===== config.mk =====
export PLATFORM = sky130hd
export DESIGN_NAME = cpu16_top
export DESIGN_NICKNAME = d
export VERILOG_FILES = /design/src/hdl/cpu16_ctrl_pkg.sv /design/src/hdl/cpu16_isa_pkg.sv /design/src/hdl/cpu16_top.sv /design/src/hdl/sequence_control.sv /design/src/hdl/register_file.sv /design/src/hdl/program_counter.sv /design/src/hdl/alu_unit.sv
export VERILOG_INCLUDE_DIRS = /design/src /design/src/hdl
export SDC_FILE = /design/constraint.sdc
export NUM_CORES = 1
export LEC_CHECK = 0
export BUFFER_PORTS_ARGS = -buffer_cell sky130_fd_sc_hd__buf_2
export CAP_MARGIN = 5
export CORE_MARGIN = 1
export CORE_UTILIZATION = 35
export DETAILED_ROUTE_END_ITERATION = 6
export MAX_ROUTING_LAYER = met4
export PLACE_DENSITY_LB_ADDON = 0.3
export SLEW_MARGIN = 0
export SYNTH_ARGS = -nofsm -noshare
export SYNTH_HDL_FRONTEND = slang
export SYNTH_SLANG_ARGS = --single-unit

===== constraint.sdc =====
create_clock -name Clk -period 5.15 [get_ports Clk]
set_input_delay 1.545 -clock Clk [delete_from_list [all_inputs] [get_ports Clk]]
set_output_delay 1.545 -clock Clk [all_outputs]
set_load 0.005 [all_outputs]

===== src/hdl/cpu16_macros.svh =====
`ifndef CPU16_MACROS_SVH
`define CPU16_MACROS_SVH

// Datapath sizes
`define CPU16_DATA_W     16 // Data and instruction word
`define CPU16_ADDR_W     9  // Word address over 512 words
`define CPU16_NUM_REGS   8  // General registers
`define CPU16_REG_IDX_W  3  // Register index field

// Instruction fields
`define CPU16_OPCODE_W   4
`define CPU16_COND_W     2
`define CPU16_IMM_W      9  // Immediate / absolute address
`define CPU16_BRA_OFF_W  10 // Signed branch offset

// Datapath control encodings
`define CPU16_STATE_W    3
`define CPU16_ALU_OP_W   3
`define CPU16_SEL_W      2  // Width of the 3-way mux selects

`endif

===== src/hdl/cpu16_ctrl_pkg.sv =====
`default_nettype none

`include "cpu16_macros.svh"

package cpu16_ctrl_pkg;

    // Sequencer states
    typedef enum logic [`CPU16_STATE_W-1:0] {
        IDLE       = 3'd0, // Halted
        RESET      = 3'd1, // Clear PC
        FETCH_ADDR = 3'd2, // PC onto the bus
        FETCH_IR   = 3'd3, // Capture IR, bump PC
        DECODE     = 3'd4,
        EXECUTE    = 3'd5  // Write-back for LD and ALU ops
    } seq_state_e;

    typedef enum logic [`CPU16_ALU_OP_W-1:0] {
        ALU_ADD, ALU_SUB, ALU_AND, ALU_OR, ALU_XOR
    } alu_op_e;

    // Next-PC source
    typedef enum logic [`CPU16_SEL_W-1:0] {
        PC_BRANCH, PC_LINK, PC_REG
    } pc_src_e;

    // Memory address source
    typedef enum logic [`CPU16_SEL_W-1:0] {
        ADDR_PC, ADDR_IMM, ADDR_REG
    } addr_src_e;

    // Register write-back source
    typedef enum logic [`CPU16_SEL_W-1:0] {
        DATA_IMM, DATA_MEM, DATA_ALU
    } data_src_e;

    typedef struct packed {
        logic z; // Zero
        logic c; // Carry, or no borrow on SUB
        logic n; // Sign
        logic v; // Signed overflow
    } flags_t;

endpackage

`default_nettype wire


===== src/hdl/cpu16_isa_pkg.sv =====
`default_nettype none

`include "cpu16_macros.svh"

package cpu16_isa_pkg;

    typedef logic [`CPU16_DATA_W-1:0]    word_t;
    typedef logic [`CPU16_ADDR_W-1:0]    addr_t;
    typedef logic [`CPU16_REG_IDX_W-1:0] reg_idx_t;

    // Opcode in ir[15:12] with unused code E running as NOP
    typedef enum logic [`CPU16_OPCODE_W-1:0] {
        NOP = 4'h0, LDI = 4'h1, LD  = 4'h2, ST  = 4'h3,
        STX = 4'h4, JPL = 4'h5, RET = 4'h6, BRD = 4'h7,
        BRX = 4'h8, ADD = 4'h9, SUB = 4'hA, AND = 4'hB,
        OR  = 4'hC, XOR = 4'hD, HLT = 4'hF
    } opcode_e;

    // Branch condition in ir[11:10]
    typedef enum logic [`CPU16_COND_W-1:0] {
        EQ = 2'b00, // Z set
        NE = 2'b01, // Z clear
        LT = 2'b10, // N != V
        CS = 2'b11  // C set
    } branch_cond_e;

    // --------------------
    // Field extraction
    function automatic opcode_e opcode_of(word_t ir);
        return opcode_e'(ir[15:12]);
    endfunction

    function automatic branch_cond_e cond_of(word_t ir);
        return branch_cond_e'(ir[11:10]);
    endfunction

    function automatic reg_idx_t dest_of(word_t ir);
        return ir[11:9];
    endfunction

    function automatic reg_idx_t src1_of(word_t ir);
        return ir[2:0];
    endfunction

    function automatic reg_idx_t src2_of(word_t ir);
        return ir[6:4];
    endfunction

    // Zero-extended immediate or absolute address
    function automatic word_t imm_of(word_t ir);
        return word_t'(ir[`CPU16_IMM_W-1:0]);
    endfunction

    function automatic logic [`CPU16_BRA_OFF_W-1:0] bra_off_of(word_t ir);
        return ir[`CPU16_BRA_OFF_W-1:0];
    endfunction

    function automatic logic no_link(word_t ir); // 1 means plain JMP
        return ir[11];
    endfunction

endpackage

`default_nettype wire


===== src/hdl/cpu16_top.sv =====
`default_nettype none

module cpu16_top (
    input  logic                 Clk,
    input  logic                 rst_n,
    input  cpu16_isa_pkg::word_t mem_rdata,
    output logic                 mem_en,
    output logic                 mem_wr,
    output cpu16_isa_pkg::addr_t mem_addr,
    output cpu16_isa_pkg::word_t mem_wdata,
    output logic                 halt
);

    // --------------------
    // Control and data nets
    cpu16_isa_pkg::word_t      ir;
    cpu16_isa_pkg::word_t      src1_data;
    cpu16_isa_pkg::word_t      src2_data;
    cpu16_isa_pkg::word_t      alu_result;
    cpu16_isa_pkg::addr_t      pc;
    cpu16_ctrl_pkg::flags_t    flags;
    cpu16_ctrl_pkg::pc_src_e   pc_src;
    cpu16_ctrl_pkg::addr_src_e addr_src;
    cpu16_ctrl_pkg::data_src_e data_src;
    cpu16_ctrl_pkg::alu_op_e   alu_op;
    logic pc_clr, pc_inc, pc_ld, stk_ld, bra_sel;
    logic reg_we, src1_sel, alu_ld, flg_ld, flg_clr;

    sequence_control u_seq (
        .Clk, .rst_n, .mem_rdata, .flags, .ir,
        .pc_clr, .pc_inc, .pc_ld, .pc_src, .stk_ld, .bra_sel,
        .mem_en, .mem_wr, .addr_src,
        .reg_we, .data_src, .src1_sel,
        .alu_op, .alu_ld, .flg_ld, .flg_clr, .halt
    );

    program_counter u_pc (
        .Clk, .rst_n,
        .clr (pc_clr),
        .inc (pc_inc),
        .ld  (pc_ld),
        .pc_src, .stk_ld, .bra_sel, .ir, .src1_data, .pc
    );

    register_file u_rf (
        .Clk, .rst_n, .ir, .src1_sel,
        .we  (reg_we),
        .data_src, .mem_rdata, .alu_result, .src1_data, .src2_data
    );

    alu_unit u_alu (
        .Clk, .rst_n,
        .op     (alu_op),
        .alu_ld, .flg_ld, .flg_clr,
        .a      (src1_data),
        .b      (src2_data),
        .result (alu_result),
        .flags
    );

    // Memory address mux
    always_comb begin
        case (addr_src)
            cpu16_ctrl_pkg::ADDR_IMM: mem_addr = cpu16_isa_pkg::addr_t'(cpu16_isa_pkg::imm_of(ir));
            cpu16_ctrl_pkg::ADDR_REG: mem_addr = cpu16_isa_pkg::addr_t'(src2_data); // STX
            default:                  mem_addr = pc;
        endcase
    end

    assign mem_wdata = src1_data; // ST and STX data

endmodule

`default_nettype wire


===== src/hdl/sequence_control.sv =====
`default_nettype none

module sequence_control (
    input  logic                      Clk,
    input  logic                      rst_n,
    input  cpu16_isa_pkg::word_t      mem_rdata,
    input  cpu16_ctrl_pkg::flags_t    flags,
    output cpu16_isa_pkg::word_t      ir,
    // Program counter
    output logic                      pc_clr,
    output logic                      pc_inc,
    output logic                      pc_ld,
    output cpu16_ctrl_pkg::pc_src_e   pc_src,
    output logic                      stk_ld,
    output logic                      bra_sel,
    // Memory
    output logic                      mem_en,
    output logic                      mem_wr,
    output cpu16_ctrl_pkg::addr_src_e addr_src,
    // Register file
    output logic                      reg_we,
    output cpu16_ctrl_pkg::data_src_e data_src,
    output logic                      src1_sel,
    // ALU
    output cpu16_ctrl_pkg::alu_op_e   alu_op,
    output logic                      alu_ld,
    output logic                      flg_ld,
    output logic                      flg_clr,
    output logic                      halt
);

    cpu16_ctrl_pkg::seq_state_e state;
    cpu16_ctrl_pkg::seq_state_e next_state;
    cpu16_isa_pkg::opcode_e     opcode;
    logic                       take_branch;

    assign opcode = cpu16_isa_pkg::opcode_of(ir);
    assign halt   = (state == cpu16_ctrl_pkg::IDLE); // Only HLT reaches IDLE

    // --------------------
    // State and IR registers
    always_ff @(posedge Clk or negedge rst_n) begin
        if (!rst_n) begin
            state <= cpu16_ctrl_pkg::RESET;
        end else begin
            state <= next_state;
        end
    end

    always_ff @(posedge Clk) begin
        if (state == cpu16_ctrl_pkg::FETCH_IR) begin
            ir <= mem_rdata; // Word requested in FETCH_ADDR
        end
    end

    // --------------------
    // Branch condition against current flags
    always_comb begin
        take_branch = 1'b0;
        case (cpu16_isa_pkg::cond_of(ir))
            cpu16_isa_pkg::EQ: take_branch = flags.z;
            cpu16_isa_pkg::NE: take_branch = !flags.z;
            cpu16_isa_pkg::LT: take_branch = flags.n ^ flags.v;
            cpu16_isa_pkg::CS: take_branch = flags.c;
            default:           take_branch = 1'b0;
        endcase
    end

    // ALU op straight from the opcode, sampled by alu_ld in DECODE
    always_comb begin
        case (opcode)
            cpu16_isa_pkg::SUB: alu_op = cpu16_ctrl_pkg::ALU_SUB;
            cpu16_isa_pkg::AND: alu_op = cpu16_ctrl_pkg::ALU_AND;
            cpu16_isa_pkg::OR:  alu_op = cpu16_ctrl_pkg::ALU_OR;
            cpu16_isa_pkg::XOR: alu_op = cpu16_ctrl_pkg::ALU_XOR;
            default:            alu_op = cpu16_ctrl_pkg::ALU_ADD;
        endcase
    end

    // --------------------
    // Next state and control strobes
    always_comb begin
        next_state = state;
        pc_clr     = 1'b0;
        pc_inc     = 1'b0;
        pc_ld      = 1'b0;
        pc_src     = cpu16_ctrl_pkg::PC_BRANCH;
        stk_ld     = 1'b0;
        bra_sel    = 1'b0;
        mem_en     = 1'b0;
        mem_wr     = 1'b0;
        addr_src   = cpu16_ctrl_pkg::ADDR_PC;
        reg_we     = 1'b0;
        data_src   = cpu16_ctrl_pkg::DATA_IMM;
        src1_sel   = 1'b1;                         // Source-1 field by default
        alu_ld     = 1'b0;
        flg_ld     = 1'b0;
        flg_clr    = 1'b0;

        case (state)
            cpu16_ctrl_pkg::IDLE: begin
                next_state = cpu16_ctrl_pkg::IDLE; // Stuck until reset
            end

            cpu16_ctrl_pkg::RESET: begin
                pc_clr     = 1'b1;
                next_state = cpu16_ctrl_pkg::FETCH_ADDR;
            end

            cpu16_ctrl_pkg::FETCH_ADDR: begin
                mem_en     = 1'b1;                 // Read at PC
                next_state = cpu16_ctrl_pkg::FETCH_IR;
            end

            cpu16_ctrl_pkg::FETCH_IR: begin
                pc_inc     = 1'b1;                 // IR loads on this edge too
                next_state = cpu16_ctrl_pkg::DECODE;
            end

            cpu16_ctrl_pkg::DECODE: begin
                next_state = cpu16_ctrl_pkg::FETCH_ADDR;
                case (opcode)
                    cpu16_isa_pkg::HLT: next_state = cpu16_ctrl_pkg::IDLE;
                    cpu16_isa_pkg::LDI: reg_we = 1'b1; // Immediate into dest
                    cpu16_isa_pkg::LD: begin
                        mem_en     = 1'b1;
                        addr_src   = cpu16_ctrl_pkg::ADDR_IMM;
                        next_state = cpu16_ctrl_pkg::EXECUTE;
                    end
                    cpu16_isa_pkg::ST: begin
                        mem_en   = 1'b1;
                        mem_wr   = 1'b1;
                        addr_src = cpu16_ctrl_pkg::ADDR_IMM;
                        src1_sel = 1'b0;           // Data from dest field
                    end
                    cpu16_isa_pkg::STX: begin
                        mem_en   = 1'b1;
                        mem_wr   = 1'b1;
                        addr_src = cpu16_ctrl_pkg::ADDR_REG; // Address in source 2
                    end
                    cpu16_isa_pkg::JPL: begin
                        pc_ld  = 1'b1;
                        pc_src = cpu16_ctrl_pkg::PC_REG;
                        stk_ld = !cpu16_isa_pkg::no_link(ir); // JMP leaves link
                    end
                    cpu16_isa_pkg::RET: begin
                        pc_ld  = 1'b1;
                        pc_src = cpu16_ctrl_pkg::PC_LINK;
                    end
                    cpu16_isa_pkg::BRD, cpu16_isa_pkg::BRX: begin
                        pc_ld   = take_branch;
                        bra_sel = (opcode == cpu16_isa_pkg::BRD); // Offset vs register
                        flg_clr = 1'b1;            // Flags consumed either way
                    end
                    cpu16_isa_pkg::ADD, cpu16_isa_pkg::SUB, cpu16_isa_pkg::AND,
                    cpu16_isa_pkg::OR, cpu16_isa_pkg::XOR: begin
                        alu_ld     = 1'b1;
                        flg_ld     = 1'b1;
                        next_state = cpu16_ctrl_pkg::EXECUTE;
                    end
                    default: ;                     // NOP and code E
                endcase
            end

            cpu16_ctrl_pkg::EXECUTE: begin
                reg_we     = 1'b1;                 // Write-back into dest
                data_src   = (opcode == cpu16_isa_pkg::LD) ? cpu16_ctrl_pkg::DATA_MEM
                                                           : cpu16_ctrl_pkg::DATA_ALU;
                next_state = cpu16_ctrl_pkg::FETCH_ADDR;
            end

            default: next_state = cpu16_ctrl_pkg::RESET; // Recover from a bad encoding
        endcase
    end

endmodule

`default_nettype wire


===== src/hdl/register_file.sv =====
`default_nettype none

`include "cpu16_macros.svh"

module register_file (
    input  logic                      Clk,
    input  logic                      rst_n,
    input  cpu16_isa_pkg::word_t      ir,
    input  logic                      src1_sel,
    input  logic                      we,
    input  cpu16_ctrl_pkg::data_src_e data_src,
    input  cpu16_isa_pkg::word_t      mem_rdata,
    input  cpu16_isa_pkg::word_t      alu_result,
    output cpu16_isa_pkg::word_t      src1_data,
    output cpu16_isa_pkg::word_t      src2_data
);

    cpu16_isa_pkg::word_t     regs [`CPU16_NUM_REGS];
    cpu16_isa_pkg::word_t     wr_data;
    cpu16_isa_pkg::reg_idx_t  src1_idx;

    // ST reads its data register through the dest field
    assign src1_idx  = src1_sel ? cpu16_isa_pkg::src1_of(ir) : cpu16_isa_pkg::dest_of(ir);
    assign src1_data = regs[src1_idx];
    assign src2_data = regs[cpu16_isa_pkg::src2_of(ir)];

    always_comb begin
        case (data_src)
            cpu16_ctrl_pkg::DATA_MEM: wr_data = mem_rdata;
            cpu16_ctrl_pkg::DATA_ALU: wr_data = alu_result;
            default:                  wr_data = cpu16_isa_pkg::imm_of(ir); // LDI
        endcase
    end

    always_ff @(posedge Clk or negedge rst_n) begin
        if (!rst_n) begin
            for (int i = 0; i < `CPU16_NUM_REGS; i++) begin
                regs[i] <= '0;
            end
        end else if (we) begin
            regs[cpu16_isa_pkg::dest_of(ir)] <= wr_data;
        end
    end

endmodule

`default_nettype wire


===== src/hdl/program_counter.sv =====
`default_nettype none

`include "cpu16_macros.svh"

module program_counter (
    input  logic                    Clk,
    input  logic                    rst_n,
    input  logic                    clr,
    input  logic                    inc,
    input  logic                    ld,
    input  cpu16_ctrl_pkg::pc_src_e pc_src,
    input  logic                    stk_ld,
    input  logic                    bra_sel,
    input  cpu16_isa_pkg::word_t    ir,
    input  cpu16_isa_pkg::word_t    src1_data,
    output cpu16_isa_pkg::addr_t    pc
);

    cpu16_isa_pkg::addr_t link;   // One-entry call stack
    cpu16_isa_pkg::addr_t reg_tgt;
    cpu16_isa_pkg::addr_t bra_tgt;
    cpu16_isa_pkg::addr_t next_pc;
    logic [`CPU16_BRA_OFF_W-1:0] bra_sum;

    assign reg_tgt = cpu16_isa_pkg::addr_t'(src1_data);

    // Incremented PC plus offset wrapping at 512 words
    assign bra_sum = `CPU16_BRA_OFF_W'(pc) + cpu16_isa_pkg::bra_off_of(ir);
    assign bra_tgt = bra_sel ? bra_sum[`CPU16_ADDR_W-1:0] : reg_tgt;

    always_comb begin
        case (pc_src)
            cpu16_ctrl_pkg::PC_LINK: next_pc = link;
            cpu16_ctrl_pkg::PC_REG:  next_pc = reg_tgt;
            default:                 next_pc = bra_tgt;
        endcase
    end

    // --------------------
    // Clear, then load, then increment
    always_ff @(posedge Clk or negedge rst_n) begin
        if (!rst_n) begin
            pc   <= '0;
            link <= '0;
        end else begin
            if (clr)      pc <= '0;
            else if (ld)  pc <= next_pc;
            else if (inc) pc <= pc + 1'b1;
            if (stk_ld)   link <= pc;   // Return address saved on the jump edge
        end
    end

endmodule

`default_nettype wire


===== src/hdl/alu_unit.sv =====
`default_nettype none

`include "cpu16_macros.svh"

module alu_unit (
    input  logic                    Clk,
    input  logic                    rst_n,
    input  cpu16_ctrl_pkg::alu_op_e op,
    input  logic                    alu_ld,
    input  logic                    flg_ld,
    input  logic                    flg_clr,
    input  cpu16_isa_pkg::word_t    a,   // Source 1
    input  cpu16_isa_pkg::word_t    b,   // Source 2
    output cpu16_isa_pkg::word_t    result,
    output cpu16_ctrl_pkg::flags_t  flags
);

    localparam int MSB = `CPU16_DATA_W - 1;

    logic [`CPU16_DATA_W:0] sum;        // Extra bit for carry out
    cpu16_isa_pkg::word_t   res;
    cpu16_ctrl_pkg::flags_t nxt_flags;

    // --------------------
    // Combinational ALU
    always_comb begin
        sum         = '0;
        nxt_flags.c = 1'b0;             // Logic ops leave C and V clear
        nxt_flags.v = 1'b0;
        case (op)
            cpu16_ctrl_pkg::ALU_ADD: begin
                sum         = {1'b0, a} + {1'b0, b};
                res         = sum[MSB:0];
                nxt_flags.c = sum[`CPU16_DATA_W];
                nxt_flags.v = (a[MSB] == b[MSB]) && (res[MSB] != a[MSB]);
            end
            cpu16_ctrl_pkg::ALU_SUB: begin
                sum         = {1'b0, a} + {1'b0, ~b} + 1'b1; // Two's complement
                res         = sum[MSB:0];
                nxt_flags.c = sum[`CPU16_DATA_W];            // Set when a >= b
                nxt_flags.v = (a[MSB] != b[MSB]) && (res[MSB] != a[MSB]);
            end
            cpu16_ctrl_pkg::ALU_AND: res = a & b;
            cpu16_ctrl_pkg::ALU_OR:  res = a | b;
            cpu16_ctrl_pkg::ALU_XOR: res = a ^ b;
            default:                 res = '0;
        endcase
        nxt_flags.z = (res == '0);
        nxt_flags.n = res[MSB];
    end

    // Result register
    always_ff @(posedge Clk) begin
        if (alu_ld) begin
            result <= res;
        end
    end

    // Flag register where clear wins over load
    always_ff @(posedge Clk or negedge rst_n) begin
        if (!rst_n) begin
            flags <= '0;
        end else if (flg_clr) begin
            flags <= '0;
        end else if (flg_ld) begin
            flags <= nxt_flags;
        end
    end

endmodule

`default_nettype wire


==> results.toml, run 1 <==
[run_status]
result_of_the_run = "finished, violations left"
violations = "negative setup slack"

[clock_tree]
cts_max_level = 4
tritoncts_num_sinks = 185
tritoncts = "yes"
cts_made_buffers = 17
cts_buffer_depth = 2
clkLatencyLatePin_ns = 0.45
ctsHoldBuffers = 0
cts.root.buffer_cell = "clkbuf_16"
cts.clk_slew.worst_paths_ns = 0.08

[route]
avgViaCountPerCell = 5.69
drt_first_iter_violations = 917
routed_wire_length_per_instance_um = 21.0
drt-pass1-iter-count = 6
route.final.wire_length_um = 38500
antenna_left = 0
route.vias.total = 10400
drc_violations = 0

[pwr]
internal_power_mw = 2.17
net-switching-power_uw = 686
pwr-share-comb_pct = 1.3
power_density_mw_per_mm2 = 196
sequential_cell_fraction_of_total_power_pct = 52.0
power_frac_clock_pct = 46.7
power.static_leakage_nw = 6.24
peak_vdd_ir_mv = 0.198
share_of_total_power_consumed_by_net_switching_pct = 24.0

[die]
overall_die_width_um = 190
placeableCoreArea_mm2 = 0.0347
initial_core_util_pct = 35.7
die_y_um = 190
pin_count = 46
std_cell_rows = 68
die-area_mm2 = 0.0361

[sta]
rsz_0062_raised_after_global_routing = "yes"
tightest_slew_ns = 1.19
maxClockFrequency_mhz = 191
setup_violations = 1
final-hold-violation-count = 0
min_period_ns = 5.23
final_min_period_over_clock_period_pct = 101
timing.clock.skew_ns = 0.0116
timing.max_slew.rel_slack_pct = 20.6
fin_hold_ws_ns = 0.501
final_critical_path_setup_slack_ns = -0.0766
final_max_slew_viol_count = 0

[grt]
number_of_global_route_vias_before_repair = 10100
grt_remaining_overflow = 0
track_usage_pct = 22.5
grt_antenna_before_repair = 0
pin_count_of_the_biggest_net_entering_global_routing = 87
grt_first_pass_wirelength_um = 59900

[logic_synthesis]
synth.area.top_cells = "dfrtp_1 (31%), mux4_2 (11%), edfxtp_1 (7.8%)"
syn_inst = 1270
ys_seq_area_share_pct = 38.7
post_synth_mux_area_share_pct = 16.0
postSynthAreaPerCell_um2 = 9.75
yosys.cell_types.count = 89
ys_ff_latch = 185
synth_compound_gate_area_share_pct = 19.8
netlist.top_cell.by_area = "dfrtp_1"
netlist.area_leader.share_pct = 30.7
synth-simple-area-share_pct = 13.0
asyncSetResetFlopFracSynth_pct = 82.7
synth-adder-area-share_pct = 6.95
synth.cells.most_frequent = "nand2_1 (206), o21ai_0 (174), dfrtp_1 (152)"
synth_edf_count = 32
ys_warn_count = 0
synth_flop_cell = "dfrtp_1"
mappedNetlistNets = 1355
netlist_area_before_placement_mm2 = 0.0124
synth-xor-area-share_pct = 0.848
synth.most_common_cell = "nand2_1"
dominant_combinational_cell_family_by_area_after_synthesis = "compound AO/OA/AOI/OAI gates"

[setup_path]
worstPathRequired_ns = 5.53
timing.critical_path.buf_inv = 3
crit_family = "simple AND/OR/NAND/NOR gates"
cp_max_fo = 3
crit_path_end_kind = "flip-flop"
worst_ep_arrival_time_ns = 5.61
startpoint_type = "flip-flop"
max_stage_delay_ns = 0.56
critical_path.cell_chain = "nor3b_4 > nand4_1 > buf_6 > mux2i_4 > buf_6 > mux4_2 > mux2i_4 > ha_2 > inv_2 > fa_1 > a222oi_1 > o221ai_1 > or3_1 > nor4_2 > o211ai_1 > or4_1 > or4_1 > o21ai_1"
setup.worst_path.class = "flip-flop to flip-flop"
critical-path-slowest-cell = "dfstp_2"

[hold_path]
min-delay-path-class = "flip-flop to flip-flop"

[placed_design]
dpl.hpwl_um = 28000
place.gp.congestion = 0.931
pre_cts_ws_ns = -0.235
io_buffers = 45
dpl_cell_area_mm2 = 0.0137

[final_layout]
layout.core_utilization_pct = 41.9
fillerInstances = 3402
drive_above_1_share_pct = 23.7
num-nets-final = 1447
flow.area_growth_from_synthesis_pct = 17.3
antenna_cells_inserted = 0
fin_area_mm2 = 0.0145

[flow_run]
timing.max_cap.violations = 0
[sequential cells by signal (all words and copies together) (netlist names)]
register / count
u_alu.flags: 4
u_rf.regs: 128
u_alu.result: 16
u_pc.pc: 9
u_seq.ir: 16
u_pc.link: 9
u_seq.state: 3
[logic make-up (layout without fill, tap and decap cells)]
logic type / after synthesis / in the layout
AOI/OAI and AO/OA: 392 / 392
adders and majority gates: 67 / 67
buffers and inverters: 142 / 247
and+or+nand+nor: 356 / 356
muxes: 116 / 116
xor gates and xnor gates: 12 / 12
DFF: 185 / 185
[worst reg2reg max path, stage by stage, from the launching register on]
cell and delay, ns:
dfstp_2 0.56, nor3b_4 0.05, nand4_1 0.10, buf_6 0.14, mux2i_4 0.32, buf_6 0.14
mux4_2 0.51, mux2i_4 0.26, ha_2 0.24, inv_2 0.04, fa_1 0.47, a222oi_1 0.37
o221ai_1 0.21, or3_1 0.39, nor4_2 0.19, o211ai_1 0.15, or4_1 0.42, or4_1 0.48
o21ai_1 0.12
[worst paths after layout]
check / start / endpoint / slack (ns) / cells after the start
hold / removal: u_rf.regs[80] / u_rf.regs[80] / 0.50 / 2
min in group asynchronous: rst_n / u_rf.regs[18] / 1.08 / 1
max in group asynchronous: rst_n / u_rf.regs[75] / 3.18 / 2
hold reg to reg: u_rf.regs[80] / u_rf.regs[80] / 0.50 / 2
setup / recovery: u_seq.state[0] / u_alu.flags[3] / -0.08 / 18
setup reg to reg: u_seq.state[0] / u_alu.flags[3] / -0.08 / 18
[placed cells by master (no fill, tap or decap), types with 18 or more instances in the layout]
master / Yosys / routed
nand2_1: 206 / 206
buf_4: 6 / 101
ha_1: 64 / 62
edfxtp_1: 32 / 32
buf_2: 9 / 44
nand3_1: 18 / 18
nor2_1: 47 / 46
o21ai_0: 174 / 174
mux2_2: 35 / 35
mux4_2: 62 / 62
a21o_1: 26 / 26
a21oi_1: 71 / 70
dfrtp_1: 152 / 152
inv_1: 58 / 57
[stage by stage]
step	power, mW	instances	setup TNS (ns)
global route	2.93	1830	-0.201
detailed placement	1.55	1790	-0.735
global placement	1.55	1790	-0.342
CTS	2.88	1825	-0.0481
finish	2.85	1830	-0.0766
floorplan	1.51	1270	0
[layer usage]
metal / vias to the layer above / wire, µm / part of all wire, % / track usage [%]
met5: - / 0 / 0 / -
met3: 51 / 2070 / 5.4 / 2.69
met1: 5152 / 17300 / 45 / 30.1
met4: 0 / 919 / 2.4 / 7.35
li1: 4835 / - / - / -
met2: 371 / 18300 / 47 / 35.6
[layout make-up]
class                           instances  area [µm²]  area share, %
Multi-Input combinational cell        943        7200           49.5
Tap cell                              455         569           3.92
Clock inverter                         13         151           1.04
Inverter                               60         225           1.55
Sequential cell                       185        4790           33.0
Timing Repair Buffer                  155        1140           7.87
Clock buffer                           19         453           3.12
[power groups by stage]
| stage | sequential, mW | clock, mW | combinational (mW) |
|---|---|---|---|
| floorplan | 1.51 | 0 | 0.000293 |
| global placement | 1.51 | 0 | 0.0404 |
| detailed placement | 1.51 | 0 | 0.0405 |
| CTS | 1.48 | 1.35 | 0.0407 |
| global route | 1.48 | 1.41 | 0.0435 |
| finish | 1.48 | 1.33 | 0.0379 |
[repair_timing]
action,in CTS,in global routing
setup endpoints to repair,4,5
pin swaps,3,8
buffers inserted,3,5
resized for setup,8,14
Power figures use the tool's default switching activity.
==> inputs of run 2 (changes only) <==
SYNTH_HIERARCHICAL = 1   (was unset)
==> run 2 against run 1 <==
Effect of this change: the flow now finishes without violations; sequential power hardly changed; sequential share of layout area is 1.1 points lower; design area is 3.6% higher; non-clock buffer count is 16 higher; first-iteration DRC count is 4.8% higher; flip-flop and latch count stayed put; critical path depth is 4 higher; cell count is 4.6% higher; register-to-register slack better by 0.11 ns; utilization is 0.15 points higher; total power is 1.4% higher; critical path type unchanged.
==> results.toml, run 2 <==
[placed_design]
dpl.hpwl_um = 29000
placed_cells = 1867
io_buffers = 45
place.gp.congestion = 0.937

[sta]
maxClockFrequency_mhz = 195
timing.clock.skew_ns = 0.0126
min_period_ns = 5.12
setup_violations = 0
final-hold-violation-count = 0
final_min_period_over_clock_period_pct = 99.4
timing.max_slew.rel_slack_pct = 22.1
rsz_0062_raised_after_global_routing = "yes"
tightest_slew_ns = 1.16
final_max_slew_viol_count = 0

[grt]
pin_count_of_the_biggest_net_entering_global_routing = 79
grt_antenna_before_repair = 0
track_usage_pct = 22.1
grt_remaining_overflow = 0
grt_first_pass_wirelength_um = 61900
number_of_global_route_vias_before_repair = 10400

[logic_synthesis]
syn_inst = 1351
synth-simple-area-share_pct = 15.0
synth-xor-area-share_pct = 1.43
ys_warn_count = 6
ys_ff_latch = 185
synth.most_common_cell = "nand2_1"
synth_flop_cell = "dfrtp_1"
netlist.area_leader.share_pct = 29.6
yosys.cell_types.count = 87
synth-adder-area-share_pct = 6.80
ys_seq_area_share_pct = 37.3
synth.cells.most_frequent = "nand2_1 (225), o21ai_0 (162), dfrtp_1 (152)"
synth.area.top_cells = "dfrtp_1 (30%), mux4_2 (11%), edfxtp_1 (7.5%)"
synth_compound_gate_area_share_pct = 19.1
postSynthAreaPerCell_um2 = 9.51
synth_edf_count = 32
netlist.top_cell.by_area = "dfrtp_1"
asyncSetResetFlopFracSynth_pct = 82.7
netlist_area_before_placement_mm2 = 0.0128
dominant_combinational_cell_family_by_area_after_synthesis = "compound AO/OA/AOI/OAI gates"
post_synth_mux_area_share_pct = 14.7
mappedNetlistNets = 1437

[final_layout]
final_instance_count_without_filler_cells = 1914
num-nets-final = 1526
final_common_cell = "nand2_1"
flow.area_growth_from_synthesis_pct = 17.2
regArea_mm2 = 0.00479
antenna_cells_inserted = 0
drive_above_1_share_pct = 24.9
most-common-layout-cells = "nand2_1 (217), o21ai_0 (161), dfrtp_1 (152)"
multi_input_area_mm2 = 0.00753
largest_register_ff_count = 128
biggestRegsByFlops = "u_rf/regs x128, u_alu/result x16, u_seq/ir x16"
largest_register = "u_rf/regs"
fillerInstances = 3424

[pwr]
power.static_leakage_nw = 6.45
power_frac_clock_pct = 47.4
internal_power_mw = 2.16
total_design_power_mw = 2.89
net-switching-power_uw = 736
sequential_cell_fraction_of_total_power_pct = 51.3
power_density_mw_per_mm2 = 192
pwr-share-comb_pct = 1.3
peak_vdd_ir_mv = 0.198
share_of_total_power_consumed_by_net_switching_pct = 25.4

[setup_path]
worst_ep_arrival_time_ns = 5.51
startpoint_type = "flip-flop"
critical_path.cell_chain = "nand2b_4 > or3_4 > or3_4 > buf_4 > mux2i_4 > buf_4 > buf_8 > mux4_2 > nand2_1 > nand2_1 > inv_1 > ha_1 > buf_4 > nand2b_1 > a21oi_1 > or3_4 > o2111ai_2 > a31oi_2 > and3_1 > or4_4 > nor2_1 > a32o_1"
setup.worst_path.class = "flip-flop to flip-flop"
critical_path.reg2reg.startpoint = "u_seq/state[1]"
critical-path-slowest-cell = "or4_4"
regToRegEndpoint = "u_alu/flags[3]"
worstPathRequired_ns = 5.54
crit_family = "simple AND/OR/NAND/NOR gates"
max_stage_delay_ns = 0.53
timing.critical_path.buf_inv = 5
reg2reg_slack_ns = 0.03
crit_path_end_kind = "flip-flop"
reg2regPathDepth = 22
cp_max_fo = 7

[flow_run]
timing.max_cap.violations = 0

[clock_tree]
cts.root.buffer_cell = "clkbuf_16"
clkLatencyLatePin_ns = 0.45
cts_made_buffers = 17
tritoncts_num_sinks = 185
cts_max_level = 4
cts.clk_slew.worst_paths_ns = 0.09
cts_buffer_depth = 2
tritoncts = "yes"

[route]
drc_violations = 0
route.final.wire_length_um = 40200
route.vias.total = 10800
drt-pass1-iter-count = 5
antenna_left = 0
avgViaCountPerCell = 5.66
drt_first_iter_violations = 961
routed_wire_length_per_instance_um = 21.0

[die]
die_y_um = 194
pin_count = 46
overall_die_width_um = 194
die-area_mm2 = 0.0375
initial_core_util_pct = 35.9
placeableCoreArea_mm2 = 0.0358
std_cell_rows = 69

[run_status]
result_of_the_run = "complete, no violations"

[hold_path]
timing.hold.worst.start = "u_rf/regs[91]"
worst_hold_path_stage_count = 2
hold_path_endpoint = "u_rf/regs[91]"
min-delay-path-class = "flip-flop to flip-flop"
[run 2: cell types whose count changed after synthesis, sizes merged, moves of 9 or more]
cell / before / now
o22ai: 1 / 13
a21o: 26 / 11
a22oi: 13 / 34
nand2: 206 / 225
buf: 22 / 40
xnor2: 7 / 16
nor2: 47 / 70
a21oi: 71 / 51
[run 2: power groups by stage]
stage | Sequential (mW) | Combinational, mW | Clock, mW
after global routing | 1.48 | 0.0435 | 1.45
after floorplan | 1.51 | 0.0000278 | 0
after global placement | 1.51 | 0.0398 | 0
after CTS | 1.48 | 0.0407 | 1.40
after detailed placement | 1.51 | 0.0405 | 0
final | 1.48 | 0.0379 | 1.37
[run 2: repair_timing]
item / CTS / global route
hold buffers: 0 / 0
setup endpoints to repair: 13 / 15
resized for setup: 9 / 45
pin swaps: 0 / 19
buffers inserted: 1 / 13
cloned: 0 / 1
[run 2: cell families (layout without fill, tap and decap cells)]
group / Yosys count / count (layout)
AO/OA/AOI/OAI: 385 / 385
multiplexers: 105 / 105
flip-flops: 185 / 185
buffers and inverters: 163 / 265
AND/OR/NAND/NOR: 424 / 424
XOR/XNOR: 21 / 21
adder cells (fa/ha/maj): 68 / 68
[run 2: worst register-to-register path, stage by stage (launching register included)]
cell	delay [ns]
dfrtp_1	0.40
nand2b_4	0.16
or3_4	0.33
or3_4	0.45
buf_4	0.20
mux2i_4	0.19
buf_4	0.18
buf_8	0.13
mux4_2	0.21
nand2_1	0.05
nand2_1	0.16
inv_1	0.07
ha_1	0.37
buf_4	0.19
nand2b_1	0.17
a21oi_1	0.12
or3_4	0.42
o2111ai_2	0.10
a31oi_2	0.15
and3_1	0.20
or4_4	0.53
nor2_1	0.12
a32o_1	0.16
[run 2: per-stage QoR]
step | util (%) | worst slack [ns] | setup TNS [ns] | area (µm²) | hold WS [ns]
2_1_floorplan | - | 0.0573 | 0 | 12800 | 0.458
3_3_place_gp | 39.2 | -0.364 | -0.681 | 14100 | 0.481
3_5_place_dp | 39.2 | -0.318 | -0.579 | 14100 | 0.487
4_1_cts | 41.1 | 0.0211 | 0 | 14700 | 0.503
5_1_grt | 42.0 | -0.127 | -0.223 | 15100 | 0.522
6_report | 42.0 | 0.0307 | 0 | 15100 | 0.504
[run 2: layout make-up]
type,count,area share (%)
Multi-Input combinational cell,1003,50.0
Sequential cell,185,31.8
Timing Repair Buffer,171,8.61
Tap cell,461,3.83
Clock buffer,17,2.83
Inverter,62,1.55
Clock inverter,15,1.31
[run 2: worst max-delay path by stage]
stage,start,end,slack (ns),cells after the start
after floorplan,u_seq/state[1],u_alu/flags[3],0.06,20
after global placement,u_seq/state[1],u_alu/flags[3],-0.36,19
after detailed placement,u_seq/state[1],u_alu/flags[3],-0.32,19
after CTS,u_seq/state[1],u_alu/flags[3],0.02,19
after global routing,u_seq/state[1],u_alu/flags[3],-0.13,22
final,u_seq/state[1],u_alu/flags[3],0.03,22
[run 2: per-layer routing]
metal	vias to the layer above	routed length (µm)	global-route usage, %
li1	5085	-	-
met1	5372	17600	28.7
met4	0	773	6.01
met2	325	19800	35.9
met3	57	1990	3.09
met5	-	0	-
==> inputs of run 3 (changes only) <==
CELL_PAD_IN_SITES_DETAIL_PLACEMENT = 0   (was unset)
CELL_PAD_IN_SITES_GLOBAL_PLACEMENT = 2   (was unset)
CORE_ASPECT_RATIO = 0.8   (was unset)
==> run 3 against run 2 <==
Effect of this change: worst hold slack got worse by 0.0061 ns; global-route usage increased by 2.3 points; critical endpoint unchanged; clock power barely moved; flip-flop and latch count unchanged; critical path type unchanged; total power shrank 0.27%; critical path depth fell by 2; sequential power about the same; sequential share of layout area up 0.34 points; die area hardly changed; combinational power grew 3%; count of clock-buffer cells in the layout unchanged; worst setup slack improved by 0.062 ns.
==> results.toml, run 3 (synthesis results as in run 2) <==
[final_layout]
final_common_cell = "nand2_1"
num-nets-final = 1510
largest_register_ff_count = 128
flow.area_growth_from_synthesis_pct = 15.9
fillerInstances = 3586
largest_register = "u_rf/regs"
antenna_cells_inserted = 0
biggestRegsByFlops = "u_rf/regs x128, u_alu/result x16, u_seq/ir x16"
drive_above_1_share_pct = 23.8
most-common-layout-cells = "nand2_1 (218), o21ai_0 (162), dfrtp_1 (152)"

[die]
initial_core_util_pct = 35.7
die_y_um = 173
overall_die_width_um = 216
pin_count = 46
std_cell_rows = 62
die-area_mm2 = 0.0375
placeableCoreArea_mm2 = 0.0360

[run_status]
result_of_the_run = "complete, no violations"

[pwr]
total_design_power_mw = 2.89
power.static_leakage_nw = 6.34
power_density_mw_per_mm2 = 194
peak_vdd_ir_mv = 0.167

[setup_path]
crit_family = "simple AND/OR/NAND/NOR gates"
timing.critical_path.buf_inv = 2
cp_max_fo = 8
max_stage_delay_ns = 0.51
worst_ep_arrival_time_ns = 5.46
crit_path_frequent_cell = "or3_4"
setup.worst_path.class = "flip-flop to flip-flop"
reg2reg_slack_ns = 0.09
startpoint_type = "flip-flop"
critical-path-slowest-cell = "mux4_2"
worstPathRequired_ns = 5.55
crit_path_end_kind = "flip-flop"
critical_path.cell_chain = "nand2b_4 > or3_4 > or3_4 > mux2i_4 > buf_12 > mux4_2 > nand2_1 > nand2_2 > ha_2 > fa_2 > a21o_1 > a221o_1 > o22ai_2 > buf_4 > o21ai_4 > a31oi_4 > mux2i_1 > or4_4 > nor2_4 > a32o_1"

[clock_tree]
cts_made_buffers = 17
cts.root.buffer_cell = "clkbuf_16"
tritoncts = "yes"
tritoncts_num_sinks = 185
cts_buffer_depth = 2
cts.clk_slew.worst_paths_ns = 0.08
cts_max_level = 4
clkLatencyLatePin_ns = 0.46

[placed_design]
place.gp.congestion = 0.980
dpl.hpwl_um = 31300
io_buffers = 45
pre_cts_ws_ns = -0.207

[sta]
final-hold-violation-count = 0
setup_violations = 0
min_period_ns = 5.06
timing.max_slew.rel_slack_pct = 26.9
final_min_period_over_clock_period_pct = 98.2
maxClockFrequency_mhz = 198
rsz_0062_raised_after_global_routing = "yes"
final_critical_path_setup_slack_ns = 0.0923
timing.clock.skew_ns = 0.00979
final_max_slew_viol_count = 0
tightest_slew_ns = 1.10

[grt]
grt_antenna_before_repair = 0
pin_count_of_the_biggest_net_entering_global_routing = 90
grt_first_pass_wirelength_um = 66400
grt_remaining_overflow = 0
track_usage_pct = 24.4
number_of_global_route_vias_before_repair = 10600

[route]
drc_violations = 0
avgViaCountPerCell = 5.62
route.final.wire_length_um = 43200
routed_wire_length_per_instance_um = 22.5
drt-pass1-iter-count = 5
drt_first_iter_violations = 850
antenna_left = 0
route.vias.total = 10800

[hold_path]
min-delay-path-class = "flip-flop to flip-flop"

[flow_run]
timing.max_cap.violations = 0
-- run 3: cell types whose count changed in the layout (fill, tap and decap cells not counted), moves of 3 or more --
cell,previous run,this run
ha_4,1,4
clkinv_8,7,4
clkinv_4,0,3
buf_12,6,3
buf_4,114,102
-- run 3: cell type report --
class,instances,area (µm²),share of cell area [%]
flip-flops and latches,185,4790,32.2
repair buffers,155,1120,7.53
clock inverters,15,176,1.18
well taps,480,601,4.03
multi-input cells,1003,7550,50.7
inverters,62,233,1.56
clock buffers,17,425,2.86
-- run 3: through the flow --
stage | util [%] | std cells | setup TNS (ns) | instance area [µm²] | hold WS, ns
2_1_floorplan | - | 1351 | 0 | 12800 | 0.458
3_3_place_gp | 38.9 | 1878 | -0.196 | 14000 | 0.476
3_5_place_dp | 38.9 | 1878 | -0.386 | 14000 | 0.486
4_1_cts | 40.8 | 1913 | 0 | 14700 | 0.505
5_1_grt | 41.4 | 1917 | -0.115 | 14900 | 0.531
6_report | 41.4 | 1917 | 0 | 14900 | 0.498
-- run 3: what timing repair did --
action | CTS | global route
cloned | 0 | 0
hold buffers | 0 | 0
endpoints found under the hold margin | 0 | 0
pin swaps | 2 | 4
buffers inserted | 3 | 4
setup endpoints to repair | 7 | 8
resized for setup | 18 | 34
-- run 3: path summary, 6_finish.rpt --
check | startpoint | endpoint | cells after the start
max | u_seq/state[1] | u_alu/flags[3] | 20
min | u_rf/regs[84] | u_rf/regs[84] | 2
max reg2reg | u_seq/state[1] | u_alu/flags[3] | 20
min reg2reg | u_rf/regs[84] | u_rf/regs[84] | 2
max in group asynchronous | rst_n | u_rf/regs[118] | 2
min in group asynchronous | rst_n | u_rf/regs[36] | 1
-- run 3: where the power goes --
part | switching, mW | internal, mW
sequential | 0 | 1.48
clock | 0.705 | 0.659
combinational | 0.0328 | 0.00616
-- run 3: metal layers --
metal  vias to the layer above  wire, µm  global-route usage, %
met3                        65      2550                   4.75
li1                       5067         -                      -
met4                         0      1060                   7.22
met2                       336     19000                   35.8
met1                      5312     20600                   34.1
met5                         -         0                      -
-- run 3: worst reg2reg max path, cell delays in order, from the launching register on --
cell and delay [ns]:
dfrtp_1 0.38, nand2b_4 0.14, or3_4 0.32, or3_4 0.43
mux2i_4 0.21, buf_12 0.16, mux4_2 0.51, nand2_1 0.10
nand2_2 0.08, ha_2 0.20, fa_2 0.34, a21o_1 0.17
a221o_1 0.38, o22ai_2 0.24, buf_4 0.15, o21ai_4 0.07
a31oi_4 0.21, mux2i_1 0.10, or4_4 0.51, nor2_4 0.11
a32o_1 0.16
